===== src/common/scanner_consts.svh =====
// Preamble and SFD values, frame limits, octet offsets and configuration memory map
`ifndef SCANNER_CONSTS_SVH
`define SCANNER_CONSTS_SVH

// GMII preamble octet and start-of-frame delimiter
`define PREAMBLE      8'h55
`define SFD           8'hD5

// Idle plus preamble cycles required before a new SFD
`define IFG_MIN       10
// Frame is dropped when the octet count reaches this
`define MAX_FRAME     1536
// 14 header octets and 4 FCS octets around the IP datagram
`define ETH_OVERHEAD  18
`define IP_HDR_LEN    20
`define IP_PROTO_UDP  8'h11

// Octet offsets, counted from the first octet after the SFD
`define OFF_DST_MAC   0
`define OFF_SRC_MAC   6
`define OFF_ETHERTYPE 12
`define OFF_IP_LEN    16
`define OFF_TTL       22
`define OFF_PROTO     23
`define OFF_IP_DST    30
`define OFF_UDP_SRC   34
`define OFF_UDP_DST   36
`define OFF_UDP_LEN   38
`define OFF_ARP_TIP   38

// Address sizes in octets
`define MAC_LEN       6
`define IPV4_LEN      4

// Configuration memory map
`define CFG_MAC_BASE  0
`define CFG_IP_BASE   6

`endif


===== src/common/scanner_pkg.sv =====
// Octet, counter, length, address, category and status types of the frame scanner
`default_nettype none

package scanner_pkg;

	// One GMII data octet
	typedef logic [7:0] octet_t;

	// Octet position after the SFD, also used as frame length
	typedef logic [10:0] pack_cnt_t;

	// IP total length or UDP length field
	typedef logic [15:0] length16_t;

	// Address into the MAC/IP configuration memory
	typedef logic [3:0] cfg_addr_t;

	// Frame category, value 2 is held back for later use
	typedef enum logic [1:0] {
		CAT_OTHER    = 2'd0,
		CAT_ARP      = 2'd1,
		CAT_RESERVED = 2'd2,
		CAT_UDP      = 2'd3
	} category_t;

	// End-of-frame summary, category in the low bits
	typedef struct packed {
		logic      pass_ip;
		logic      pass_ethmac;
		category_t category;
	} status_t;

endpackage

`default_nettype wire


===== src/patt/arp_patt.sv =====
// ARP request template checker over the ethertype and fixed ARP header fields
`timescale 1ns/10ps
`default_nettype none
`include "scanner_consts.svh"

module arp_patt
	import scanner_pkg::*;
(
	input  wire            clk,
	input  wire            reset,
	input  wire pack_cnt_t pack_cnt,
	input  wire octet_t    data_d1,
	output logic           pass
);

	octet_t tmpl;
	logic   want;

	// Template ROM, registered so it lines up with data_d1
	always_ff @(posedge clk) begin
		case (pack_cnt)
			`OFF_ETHERTYPE:     tmpl <= 8'h08;
			`OFF_ETHERTYPE + 1: tmpl <= 8'h06;
			// Hardware type Ethernet
			`OFF_ETHERTYPE + 2: tmpl <= 8'h00;
			`OFF_ETHERTYPE + 3: tmpl <= 8'h01;
			// Protocol type IPv4
			`OFF_ETHERTYPE + 4: tmpl <= 8'h08;
			`OFF_ETHERTYPE + 5: tmpl <= 8'h00;
			// MAC and IP address lengths
			`OFF_ETHERTYPE + 6: tmpl <= 8'h06;
			`OFF_ETHERTYPE + 7: tmpl <= 8'h04;
			// Opcode 1 is request
			`OFF_ETHERTYPE + 8: tmpl <= 8'h00;
			`OFF_ETHERTYPE + 9: tmpl <= 8'h01;
			default:            tmpl <= 8'h00;
		endcase
	end

	always_ff @(posedge clk) begin
		if (reset) begin
			want <= 1'b0;
			pass <= 1'b0;
		end else begin
			want <= pack_cnt >= `OFF_ETHERTYPE && pack_cnt < `OFF_ETHERTYPE + 10;
			if (pack_cnt == '0)
				pass <= 1'b1;
			else if (want && data_d1 != tmpl)
				pass <= 1'b0;
		end
	end

endmodule

`default_nettype wire


===== src/patt/ip_patt.sv =====
// IPv4 header template checker with TTL reject and total-length capture
`timescale 1ns/10ps
`default_nettype none
`include "scanner_consts.svh"

module ip_patt
	import scanner_pkg::*;
(
	input  wire            clk,
	input  wire            reset,
	input  wire pack_cnt_t pack_cnt,
	input  wire octet_t    data_d1,
	output logic           pass,
	output length16_t      ip_length
);

	octet_t tmpl;
	octet_t df_mask;
	octet_t data_d;
	logic   want;
	logic   mask_df;
	logic   ttl_flag;
	logic   match;

	// Ethertype, version/IHL and flags/fragment, others are ignored
	always_ff @(posedge clk) begin
		case (pack_cnt)
			`OFF_ETHERTYPE:     tmpl <= 8'h08;
			`OFF_ETHERTYPE + 1: tmpl <= 8'h00;
			// Version 4 with a 20 octet header only
			`OFF_ETHERTYPE + 2: tmpl <= 8'h45;
			`OFF_ETHERTYPE + 8: tmpl <= 8'h00;
			`OFF_ETHERTYPE + 9: tmpl <= 8'h00;
			default:            tmpl <= 8'h00;
		endcase
	end

	// DF may be set, MF and the fragment offset may not
	assign df_mask = {1'b1, ~mask_df, 6'h3f};
	assign match = (data_d1 & df_mask) == tmpl;

	always_ff @(posedge clk) begin
		if (reset) begin
			want <= 1'b0;
			mask_df <= 1'b0;
			ttl_flag <= 1'b0;
			pass <= 1'b0;
		end else begin
			want <= (pack_cnt >= `OFF_ETHERTYPE && pack_cnt < `OFF_ETHERTYPE + 3) ||
				pack_cnt == `OFF_ETHERTYPE + 8 || pack_cnt == `OFF_ETHERTYPE + 9;
			mask_df <= pack_cnt == `OFF_ETHERTYPE + 8;
			ttl_flag <= pack_cnt == `OFF_TTL;
			if (pack_cnt == '0)
				pass <= 1'b1;
			else if ((want & ~match) || (ttl_flag && data_d1 == 8'h00))
				pass <= 1'b0;
		end
	end

	// Total length, big endian, cleared between frames
	always_ff @(posedge clk) begin
		data_d <= data_d1;
		if (pack_cnt == '0)
			ip_length <= '0;
		else if (pack_cnt == `OFF_IP_LEN + 2)
			ip_length <= {data_d, data_d1};
	end

endmodule

`default_nettype wire


===== src/patt/udp_patt.sv =====
// UDP protocol checker with trusted source port and port-zero rejects and UDP length capture
`timescale 1ns/10ps
`default_nettype none
`include "scanner_consts.svh"

module udp_patt
	import scanner_pkg::*;
(
	input  wire            clk,
	input  wire            reset,
	input  wire pack_cnt_t pack_cnt,
	input  wire octet_t    data_d1,
	output logic           pass,
	output length16_t      udp_length
);

	octet_t data_d;
	logic   want;
	logic   reject_low;
	logic   discard_port0;

	// Source port below 1024 means a trusted service, never answer it
	// keeps echo loops from forming
	assign reject_low = pack_cnt == `OFF_UDP_SRC + 1 && data_d1[7:2] == 6'd0;

	// Both destination port octets zero
	assign discard_port0 = pack_cnt == `OFF_UDP_DST + 2 &&
		data_d == 8'h00 && data_d1 == 8'h00;

	always_ff @(posedge clk) begin
		if (reset) begin
			want <= 1'b0;
			pass <= 1'b0;
		end else begin
			// Protocol octet shows up on data_d1 next cycle
			want <= pack_cnt == `OFF_PROTO;
			if (pack_cnt == '0)
				pass <= 1'b1;
			else if ((want && data_d1 != `IP_PROTO_UDP) || reject_low || discard_port0)
				pass <= 1'b0;
		end
	end

	// UDP length covers header and data
	always_ff @(posedge clk) begin
		data_d <= data_d1;
		if (pack_cnt == '0)
			udp_length <= '0;
		else if (pack_cnt == `OFF_UDP_LEN + 2)
			udp_length <= {data_d, data_d1};
	end

endmodule

`default_nettype wire


===== src/addr_match.sv =====
// Configuration memory address generator with destination MAC, ARP target and IP destination matching
`timescale 1ns/10ps
`default_nettype none
`include "scanner_consts.svh"

module addr_match
	import scanner_pkg::*;
(
	input  wire            clk,
	input  wire            reset,
	input  wire pack_cnt_t pack_cnt,
	input  wire octet_t    data_d1,
	input  wire octet_t    ip_d,
	output cfg_addr_t      ip_a,
	output logic           pass_ethmac,
	output logic           pass_arpip,
	output logic           pass_ipdst
);

	logic in_eth;
	logic in_arp;
	logic in_ip;
	logic want_eth;
	logic want_arp;
	logic want_ip;
	logic ip_m;

	// Compare windows in frame position
	assign in_eth = pack_cnt < `OFF_DST_MAC + `MAC_LEN;
	assign in_arp = pack_cnt >= `OFF_ARP_TIP && pack_cnt < `OFF_ARP_TIP + `IPV4_LEN;
	assign in_ip = pack_cnt >= `OFF_IP_DST && pack_cnt < `OFF_IP_DST + `IPV4_LEN;

	// Address one cycle ahead of the octet it is compared with
	always_comb begin
		if (in_arp)
			ip_a = cfg_addr_t'(`CFG_IP_BASE + pack_cnt - `OFF_ARP_TIP);
		else if (in_ip)
			ip_a = cfg_addr_t'(`CFG_IP_BASE + pack_cnt - `OFF_IP_DST);
		else if (in_eth)
			ip_a = cfg_addr_t'(`CFG_MAC_BASE + pack_cnt - `OFF_DST_MAC);
		else
			ip_a = '0;
	end

	// Memory octet and frame octet meet here
	assign ip_m = ip_d == data_d1;

	always_ff @(posedge clk) begin
		if (reset) begin
			want_eth <= 1'b0;
			want_arp <= 1'b0;
			want_ip <= 1'b0;
			pass_ethmac <= 1'b0;
			pass_arpip <= 1'b0;
			pass_ipdst <= 1'b0;
		end else begin
			want_eth <= in_eth;
			want_arp <= in_arp;
			want_ip <= in_ip;
			// Re-arm between frames, first mismatch sticks
			if (pack_cnt == '0) begin
				pass_ethmac <= 1'b1;
				pass_arpip <= 1'b1;
				pass_ipdst <= 1'b1;
			end else begin
				if (want_eth & ~ip_m)
					pass_ethmac <= 1'b0;
				if (want_arp & ~ip_m)
					pass_arpip <= 1'b0;
				if (want_ip & ~ip_m)
					pass_ipdst <= 1'b0;
			end
		end
	end

endmodule

`default_nettype wire


===== src/classify.sv =====
// Length checks, unicast source check, category merge and end-of-frame status
`timescale 1ns/10ps
`default_nettype none
`include "scanner_consts.svh"

module classify
	import scanner_pkg::*;
(
	input  wire            clk,
	input  wire            reset,
	input  wire pack_cnt_t pack_cnt,
	input  wire octet_t    data_d1,
	input  wire            in_data,
	input  wire            final_octet,
	input  wire            pass_ethmac,
	input  wire            pass_arpip,
	input  wire            pass_ipdst,
	input  wire            pass_arp0,
	input  wire            pass_ip0,
	input  wire            pass_udp0,
	input  wire length16_t ip_length,
	input  wire length16_t udp_length,
	output logic           status_valid,
	output status_t        status_vec,
	output pack_cnt_t      pack_len
);

	logic        unicast_src;
	logic [16:0] ip_need;
	logic [16:0] udp_need;
	logic        ip_len_ok;
	logic        udp_len_ok;
	logic        pass_arp;
	logic        pass_ip;
	logic        pass_udp;
	category_t   category;
	status_t     status_live;
	status_t     status_q;

	always_ff @(posedge clk) begin
		if (reset) begin
			unicast_src <= 1'b0;
			pack_len <= '0;
		end else begin
			// Group bit of the source MAC
			if (pack_cnt == '0)
				unicast_src <= 1'b1;
			else if (pack_cnt == `OFF_SRC_MAC + 1)
				unicast_src <= ~data_d1[0];
			// Ends up as the octet count after the SFD
			if (in_data)
				pack_len <= pack_cnt;
		end
	end

	// Frame must hold the whole datagram, datagram must hold the UDP part
	assign ip_need = {1'b0, ip_length} + 17'(`ETH_OVERHEAD);
	assign udp_need = {1'b0, udp_length} + 17'(`IP_HDR_LEN);
	assign ip_len_ok = 17'(pack_len) >= ip_need;
	assign udp_len_ok = {1'b0, ip_length} >= udp_need;

	assign pass_arp = unicast_src & pass_arp0 & pass_arpip;
	assign pass_ip = unicast_src & pass_ethmac & pass_ip0 & pass_ipdst & ip_len_ok;
	assign pass_udp = pass_ip & pass_udp0 & udp_len_ok;

	// UDP wins over ARP
	assign category = pass_udp ? CAT_UDP : pass_arp ? CAT_ARP : CAT_OTHER;

	assign status_live.pass_ip = pass_ip;
	assign status_live.pass_ethmac = pass_ethmac;
	assign status_live.category = category;

	// Flags re-arm after the frame, so keep a copy
	always_ff @(posedge clk) begin
		if (reset)
			status_q <= '0;
		else if (final_octet)
			status_q <= status_live;
	end

	assign status_vec = final_octet ? status_live : status_q;
	assign status_valid = final_octet;

endmodule

`default_nettype wire


===== src/frame_rx.sv =====
// Preamble/SFD FSM, gap counter, enable synchronizer, octet counter and output delay
`timescale 1ns/10ps
`default_nettype none
`include "scanner_consts.svh"

module frame_rx
	import scanner_pkg::*;
(
	input  wire         clk,
	input  wire         reset,
	input  wire octet_t eth_in,
	input  wire         eth_in_s,
	input  wire         enable_rx,
	output pack_cnt_t   pack_cnt,
	output octet_t      data_d1,
	output logic        in_data,
	output logic        final_octet,
	output octet_t      odata,
	output logic        odata_s
);

	logic       enable_rx_r0;
	logic       enable_rx_r;
	logic       h_idle;
	logic       h_preamble;
	logic       h_data;
	logic       h_drop;
	logic [3:0] ifg_count;
	logic       ifg_ok;
	logic       drop_packet;
	logic       h_data_d1;

	assign ifg_ok = ifg_count >= `IFG_MIN;
	assign drop_packet = pack_cnt >= `MAX_FRAME;

	// Enable comes from another clock domain
	always_ff @(posedge clk) begin
		if (reset) begin
			enable_rx_r0 <= 1'b0;
			enable_rx_r <= 1'b0;
		end else begin
			enable_rx_r0 <= enable_rx;
			enable_rx_r <= enable_rx_r0;
		end
	end

	// Counts idle and preamble cycles, sticks at all ones
	always_ff @(posedge clk) begin
		if (reset)
			ifg_count <= '0;
		else if (h_idle | h_preamble)
			ifg_count <= ifg_count + {3'b000, ~&ifg_count};
		else
			ifg_count <= '0;
	end

	// One-hot receive FSM
	always_ff @(posedge clk) begin
		if (reset) begin
			h_idle <= 1'b1;
			h_preamble <= 1'b0;
			h_data <= 1'b0;
			h_drop <= 1'b0;
		end else begin
			// First octet must be preamble and reception must be on
			if (h_idle & eth_in_s) begin
				h_idle <= 1'b0;
				if (eth_in == `PREAMBLE && enable_rx_r)
					h_preamble <= 1'b1;
				else
					h_drop <= 1'b1;
			end
			if (h_preamble) begin
				if (~eth_in_s) begin
					h_preamble <= 1'b0;
					h_idle <= 1'b1;
				end else if (eth_in == `SFD) begin
					h_preamble <= 1'b0;
					// Short gap kills the frame
					h_data <= ifg_ok;
					h_drop <= ~ifg_ok;
				end else if (eth_in != `PREAMBLE) begin
					h_preamble <= 1'b0;
					h_drop <= 1'b1;
				end
			end
			if (h_data) begin
				if (~eth_in_s) begin
					h_data <= 1'b0;
					h_idle <= 1'b1;
				end else if (drop_packet) begin
					h_data <= 1'b0;
					h_drop <= 1'b1;
				end
			end
			// Wait out the rest of a rejected frame
			if (h_drop & ~eth_in_s) begin
				h_drop <= 1'b0;
				h_idle <= 1'b1;
			end
		end
	end

	// Octet counter and data-valid delay line
	always_ff @(posedge clk) begin
		if (reset) begin
			pack_cnt <= '0;
			h_data_d1 <= 1'b0;
			odata_s <= 1'b0;
		end else begin
			pack_cnt <= h_data ? pack_cnt + 11'd1 : '0;
			h_data_d1 <= h_data;
			// Data state lasts one cycle past the last octet, trim it here
			odata_s <= h_data & h_data_d1;
		end
	end

	// Squelched two-stage octet delay
	always_ff @(posedge clk) begin
		data_d1 <= eth_in_s ? eth_in : 8'h00;
		odata <= data_d1;
	end

	assign in_data = h_data;
	// Lines up with the last octet on odata
	assign final_octet = h_data_d1 & ~h_data;

endmodule

`default_nettype wire


===== src/scanner.sv =====
// Top level of the receive frame scanner
`timescale 1ns/10ps
`default_nettype none

module scanner
	import scanner_pkg::*;
(
	input  wire         clk,
	input  wire         reset,
	input  wire octet_t eth_in,
	input  wire         eth_in_s,
	input  wire         enable_rx,
	output cfg_addr_t   ip_a,
	input  wire octet_t ip_d,
	output octet_t      odata,
	output logic        odata_s,
	output logic        odata_f,
	output logic        status_valid,
	output status_t     status_vec,
	output pack_cnt_t   pack_len
);

	pack_cnt_t pack_cnt;
	octet_t    data_d1;
	logic      in_data;
	logic      final_octet;
	logic      pass_ethmac;
	logic      pass_arpip;
	logic      pass_ipdst;
	logic      pass_arp0;
	logic      pass_ip0;
	logic      pass_udp0;
	length16_t ip_length;
	length16_t udp_length;

	// Framing, counting and the output delay
	frame_rx rx (.clk(clk), .reset(reset), .eth_in(eth_in), .eth_in_s(eth_in_s),
		.enable_rx(enable_rx), .pack_cnt(pack_cnt), .data_d1(data_d1), .in_data(in_data),
		.final_octet(final_octet), .odata(odata), .odata_s(odata_s));

	// Our MAC and IP from the configuration memory
	addr_match am (.clk(clk), .reset(reset), .pack_cnt(pack_cnt), .data_d1(data_d1),
		.ip_d(ip_d), .ip_a(ip_a), .pass_ethmac(pass_ethmac), .pass_arpip(pass_arpip),
		.pass_ipdst(pass_ipdst));

	// Protocol checkers
	arp_patt arp_p (.clk(clk), .reset(reset), .pack_cnt(pack_cnt), .data_d1(data_d1),
		.pass(pass_arp0));
	ip_patt ip_p (.clk(clk), .reset(reset), .pack_cnt(pack_cnt), .data_d1(data_d1),
		.pass(pass_ip0), .ip_length(ip_length));
	udp_patt udp_p (.clk(clk), .reset(reset), .pack_cnt(pack_cnt), .data_d1(data_d1),
		.pass(pass_udp0), .udp_length(udp_length));

	classify cls (.clk(clk), .reset(reset), .pack_cnt(pack_cnt), .data_d1(data_d1),
		.in_data(in_data), .final_octet(final_octet), .pass_ethmac(pass_ethmac),
		.pass_arpip(pass_arpip), .pass_ipdst(pass_ipdst), .pass_arp0(pass_arp0),
		.pass_ip0(pass_ip0), .pass_udp0(pass_udp0), .ip_length(ip_length),
		.udp_length(udp_length), .status_valid(status_valid), .status_vec(status_vec),
		.pack_len(pack_len));

	// Last odata octet of a frame
	assign odata_f = final_octet;

endmodule

`default_nettype wire


===== config.mk =====
export PLATFORM = sky130hd
export DESIGN_NAME = scanner
export DESIGN_NICKNAME = d
export VERILOG_FILES = /design/src/common/scanner_pkg.sv /design/src/patt/arp_patt.sv /design/src/patt/ip_patt.sv /design/src/patt/udp_patt.sv /design/src/addr_match.sv /design/src/classify.sv /design/src/frame_rx.sv /design/src/scanner.sv
export VERILOG_INCLUDE_DIRS = /design/src /design/src/common
export SDC_FILE = /design/constraint.sdc
export NUM_CORES = 1
export LEC_CHECK = 0
export ABC_AREA = 1
export BUFFER_PORTS_ARGS = -buffer_cell sky130_fd_sc_hd__buf_2
export CAP_MARGIN = 0
export CORE_MARGIN = 10
export CORE_UTILIZATION = 60
export CTS_CLUSTER_SIZE = 8
export DETAILED_ROUTE_END_ITERATION = 10
export GPL_ROUTABILITY_DRIVEN = 0
export GPL_TIMING_DRIVEN = 0
export PLACE_DENSITY_LB_ADDON = 0.3
export SYNTH_ARGS = -nofsm -noshare
export SYNTH_HDL_FRONTEND = slang
export SYNTH_SLANG_ARGS = --single-unit
export TNS_END_PERCENT = 5

===== constraint.sdc =====
create_clock -name clk -period 2.8 [get_ports clk]
set_input_delay 0 -clock clk [delete_from_list [all_inputs] [get_ports clk]]
set_output_delay 0 -clock clk [all_outputs]
set_load 0.01 [all_outputs]

==> run summary <==
The number of flip-flops and latches in the synthesized netlist came out at 107. The sum of buffers and inverters on the critical path is 3. The cell depth of the worst flop-to-flop path is 20.

After detailed routing, the met3 layer carries 852 um of wire. STA classifies the critical path endpoint as an output pin. TritonCTS built the clock tree. The data arrival time of the critical path came out at 2.95 ns. The critical path is of the flop to output pin type. The highest ir drop seen on vdd is 243 uV. The internal power of the cells totals 2.02 mW.

The power per standard cell area is 398 mW/mm2. The share of total power consumed by net switching came out at 0.240. The number of DRC violations after detailed routing is 0. The cell area after synthesis came out at 0.00570 mm2. The number of global-route vias before repair is 5402. The average size of a mapped cell is 7.58 um2.

The count of TritonRoute iterations in the first routing pass is 5. The Yosys step of the flow raised 0 warnings. The wire length of the first global-routing pass is 25100 um. Synthesis produced 752 cells.

The reg2reg setup slack is -0.03 ns. The initial antenna violation count came out at 0. By instance count, the cell type seen most on the critical path is sky130_fd_sc_hd__nand2_1. After floorplanning, the core was divided into 35 placement rows.

In the final design database the tool counted 900 nets. The total wire length after detailed routing is 15500 um. The relative area change from synthesis to final layout came out at 17.1%.

The final worst clock skew came out at 0.0111 ns. The highest clock rate is 0.339 GHz. The net count of the mapped netlist came out at 812. The worst register-to-register path ends at cls.status_q[0].

The critical path goes through buf_4, a21oi_1, nor2_1, nand2_2, nor2_4, nand4_1, nand3b_1, xor2_1, ha_1, nand2_1, nor2_1, a41oi_1, nand2_1, nand2_2, nand2_1, o21ai_2, inv_1, buf_2. The count of boundary I/O pins is 50. Dividing the detail-routed via count by the number of cells gives 5.56. The number of nets with antenna violations after detailed routing came out at 0. The number of H-tree levels is 3. After legalization and detailed placement, the total HPWL measured 11700 um. The final reports fail on setup timing. The fraction of layout cells with a size suffix above 1 is 0.200.

The number of different library cells used by synthesis comes to 49. Entering global routing, the biggest net connects 18 pins. The number of violations reported at the end of detailed-routing iteration 0 is 516.

In this run, synthesis inferred 0 flip-flops with an integrated enable. At the later pin of the worst-skew pair, clock insertion delay measures 0.38 ns. The switching power is 0.637 mW. Along the worst path, the maximum fanout reaches 3. The number of input and output port buffers inserted came out at 49. The post-place setup slack is -0.0319 ns.

The cell leakage power came out at 3.07 nW. The startpoint identified for the worst hold timing path is ip_d[3]. The longest individual stage delay on the worst path came out at 0.37 ns. The max-slew violation count is 0. The clock-pin slew on the worst setup and hold paths came out at 0.10 ns. After detailed routing, the average wire length per cell comes to 15.9 um. The horizontal extent of the die came out at 117 um.

The number of hold violations in the final report is 0. Signal routing reaches up to met4. The root buffer cell is sky130_fd_sc_hd__clkbuf_8.

The share of power burned in the clock network came out at 0.359. The starting density of the core came out at 0.617. The headroom to the max-slew limit is 0.603.

The final-layout setup total negative slack came out at -0.323 ns. The height of the chip is 117 um. The met2 routed wirelength is 7710 um. Counting along the longest clock path gives a buffer depth of 2.

The overall global routing resource usage came out at 0.217. The clock period minus final worst setup slack came out at 2.95 ns. Power comes to 2.66 mW.

Grouping stages by cell kind, the critical path spends the most delay in simple AND/OR/NAND/NOR gates. Setup repair after global routing could not meet its margin everywhere. The share of synthesized flip-flops with an asynchronous set or reset came out at 0. The final setup slack of the worst path came out at -0.151 ns. The number of maximum-capacitance constraint violations came out at 0. The cell with the biggest individual delay on the critical path is sky130_fd_sc_hd__dfxtp_2. The clock net sink count came out at 107. Of the available clock period, the critical path in the final layout requires 1.05. The number of fillers in the final layout is 726.

The most used flip-flop cell after synthesis is sky130_fd_sc_hd__dfxtp_1. The startpoint identified for the worst register-to-register timing path is udp_p.udp_length[2]. The run finished, with violations left. The overall via count from detail_route came out at 5412. The die covers 0.0138 mm2. The number of CTS-inserted buffers came out at 9. Counting instances, the worst hold path has a depth of 7.

The number of antenna cells inserted came out at 0. Of the total power, combinational logic draws 0.049. The transition time at the pin with the least slew margin is 0.596 ns.

The share of total power dissipated in sequential elements is 0.592. The sequential-to-total area share from yosys stat is 0.376. The end point of the most critical hold path is am.pass_arpip. The data required time at the worst endpoint came out at 2.80 ns.

The core footprint came out at 0.00924 mm2. The routed length on met1 is 6350 um. The tightest min-delay check is of the primary input to flop type. The residual overflow from global routing came out at 0. Setup violations remaining at the end of the flow were counted as 3. The worst setup path is launched from a flop.
cells by family (layout without fill, tap and decap cells):
| group | after synthesis | count (layout) | share of synthesized area |
|---|---|---|---|
| buf+inv | 132 | 224 | 0.0916 |
| fa+ha+maj | 40 | 40 | 0.0879 |
| compound gates | 133 | 133 | 0.140 |
| xor+xnor | 35 | 35 | 0.0538 |
| flops | 107 | 107 | 0.376 |
| simple gates | 305 | 305 | 0.251 |
stage by stage:
| step | hold slack [ns] | instance area (um2) | utilization | cells |
|---|---|---|---|---|
| after floorplan | 0.0954 | 5700 | - | 752 |
| after global placement | 0.202 | 6100 | 0.661 | 930 |
| after detailed placement | 0.202 | 6100 | 0.661 | 930 |
| after CTS | 0.172 | 6570 | 0.711 | 969 |
| after global routing | 0.218 | 6670 | 0.722 | 973 |
| final | 0.183 | 6670 | 0.722 | 973 |
flip-flops by register name, summed over array words and instances, names as in the netlist, 4 cells and up:
signal / count
ip_p.ip_length: 16
udp_p.udp_length: 16
rx.data_d1: 8
rx.ifg_count: 4
rx.pack_cnt: 11
udp_p.data_d: 8
cls.pack_len: 11
cls.status_q: 4
arp_p.tmpl: 4
metal layers:
metal,up-vias,GRT usage
met5,-,0
met4,0,0.0955
met3,47,0.0528
met2,177,0.380
met1,2548,0.242
li1,2640,-
how the worst max path moves through the flow:
stage                                    from  slack (ns)         endpoint  cells past startpoint
after floorplan           udp_p.udp_length[2]        0.43  cls.status_q[0]                     20
after global placement    udp_p.udp_length[2]        0.06  cls.status_q[0]                     20
after detailed placement  udp_p.udp_length[2]       -0.03  cls.status_q[0]                     20
after CTS                 udp_p.udp_length[3]       -0.22    status_vec[1]                     21
after global routing      udp_p.udp_length[2]       -0.40    status_vec[1]                     21
final                     udp_p.udp_length[2]       -0.15    status_vec[1]                     18
worst reg2reg max path, cell delays in order, from the launching register on:
cell and delay [ns]:
sky130_fd_sc_hd__dfxtp_2 0.37, sky130_fd_sc_hd__buf_4 0.12, sky130_fd_sc_hd__a21oi_1 0.08, sky130_fd_sc_hd__nor2_1 0.16, sky130_fd_sc_hd__nand2_2 0.11, sky130_fd_sc_hd__nor2_4 0.12, sky130_fd_sc_hd__nand4_1 0.11, sky130_fd_sc_hd__nand3b_1 0.20
sky130_fd_sc_hd__xor2_1 0.16, sky130_fd_sc_hd__ha_1 0.29, sky130_fd_sc_hd__nand2_1 0.06, sky130_fd_sc_hd__nor2_1 0.04, sky130_fd_sc_hd__a41oi_1 0.20, sky130_fd_sc_hd__nand2_1 0.09, sky130_fd_sc_hd__nand2_2 0.11, sky130_fd_sc_hd__nand3_2 0.08
sky130_fd_sc_hd__nand2_2 0.11, sky130_fd_sc_hd__buf_4 0.10, sky130_fd_sc_hd__buf_4 0.09, sky130_fd_sc_hd__buf_4 0.09, sky130_fd_sc_hd__nor2_1 0.03
power groups by stage:
stage	clock network, mW	registers, mW	logic [mW]
final	0.953	1.57	0.130
after global placement	0	1.61	0.110
after global routing	1.03	1.58	0.146
after CTS	0.969	1.57	0.128
after detailed placement	0	1.61	0.115
after floorplan	0	1.60	0.0685
cell usage after synthesis (2+ instances only):
| master | number | area, um2 |
|---|---|---|
| sky130_fd_sc_hd__nand2_1 | 143 | 537 |
| sky130_fd_sc_hd__o41ai_1 | 2 | 17.5 |
| sky130_fd_sc_hd__a21oi_1 | 56 | 280 |
| sky130_fd_sc_hd__clkbuf_1 | 10 | 37.5 |
| sky130_fd_sc_hd__inv_2 | 5 | 18.8 |
| sky130_fd_sc_hd__ha_1 | 40 | 500 |
| sky130_fd_sc_hd__nor3_1 | 18 | 90.1 |
| sky130_fd_sc_hd__buf_2 | 9 | 45.0 |
| sky130_fd_sc_hd__nor2_4 | 2 | 22.5 |
| sky130_fd_sc_hd__or2_2 | 3 | 18.8 |
| sky130_fd_sc_hd__nor3_2 | 4 | 40.0 |
| sky130_fd_sc_hd__nor2_1 | 56 | 210 |
| sky130_fd_sc_hd__nand3b_1 | 2 | 15.0 |
| sky130_fd_sc_hd__xor2_1 | 20 | 175 |
| sky130_fd_sc_hd__nand3_2 | 2 | 20.0 |
| sky130_fd_sc_hd__a31oi_1 | 3 | 18.8 |
| sky130_fd_sc_hd__o211a_1 | 9 | 90.1 |
| sky130_fd_sc_hd__nand2_2 | 6 | 37.5 |
| sky130_fd_sc_hd__inv_1 | 103 | 387 |
| sky130_fd_sc_hd__a21oi_2 | 6 | 52.6 |
| sky130_fd_sc_hd__xnor2_1 | 15 | 131 |
| sky130_fd_sc_hd__o21ai_0 | 37 | 185 |
| sky130_fd_sc_hd__o21ai_1 | 8 | 40.0 |
| sky130_fd_sc_hd__nor2_2 | 8 | 50.1 |
| sky130_fd_sc_hd__nand3_1 | 29 | 145 |
| sky130_fd_sc_hd__dfxtp_1 | 107 | 2140 |
| sky130_fd_sc_hd__buf_4 | 2 | 15.0 |
| sky130_fd_sc_hd__nor4_1 | 2 | 12.5 |
| sky130_fd_sc_hd__nand4_1 | 24 | 150 |
| sky130_fd_sc_hd__a211oi_1 | 2 | 15.0 |
cell type report:
cell class,instances,area [um2],share of cell area
plain buffers,23,113,0.0169
clock buffers,10,128,0.0191
multi-input cells,513,3160,0.473
inverters,109,409,0.0613
flip-flops and latches,107,2160,0.323
well taps,129,161,0.0242
clock inverters,5,62.6,0.00938
repair buffers,77,483,0.0724
placed cells by master (no fill, tap or decap), drive strengths merged:
| cell type | instances |
|---|---|
| o41ai | 2 |
| clkbuf | 20 |
| nor4 | 4 |
| clkinv | 2 |
| nor2 | 66 |
| a21o | 1 |
| a21oi | 63 |
| o2111ai | 1 |
| dfxtp | 107 |
| nand3b | 2 |
| a31oi | 3 |
| or4 | 1 |
| a211oi | 2 |
| xor2 | 20 |
| o21ai | 46 |
| o21a | 1 |
| o211ai | 1 |
| ha | 40 |
| buf | 79 |
| a32oi | 1 |
| a41oi | 1 |
| nand3 | 32 |
| bufinv | 1 |
| xnor2 | 15 |
| or3 | 1 |
| or2 | 3 |
| nand4 | 24 |
| dlygate4sd3 | 11 |
| a2111oi | 1 |
| o21bai | 1 |
| nand2 | 149 |
| clkinvlp | 1 |
| nor3 | 23 |
| o211a | 9 |
| inv | 110 |
what timing repair did:
action	CTS	global route
buffers inserted	13	4
gates resized for setup	21	20
cloned	0	0
hold endpoints to repair	18	0
pin swaps	11	8
endpoints found under the setup margin	5	5
hold buffers	11	0
Note: power is estimated with default switching activity, not from simulation.
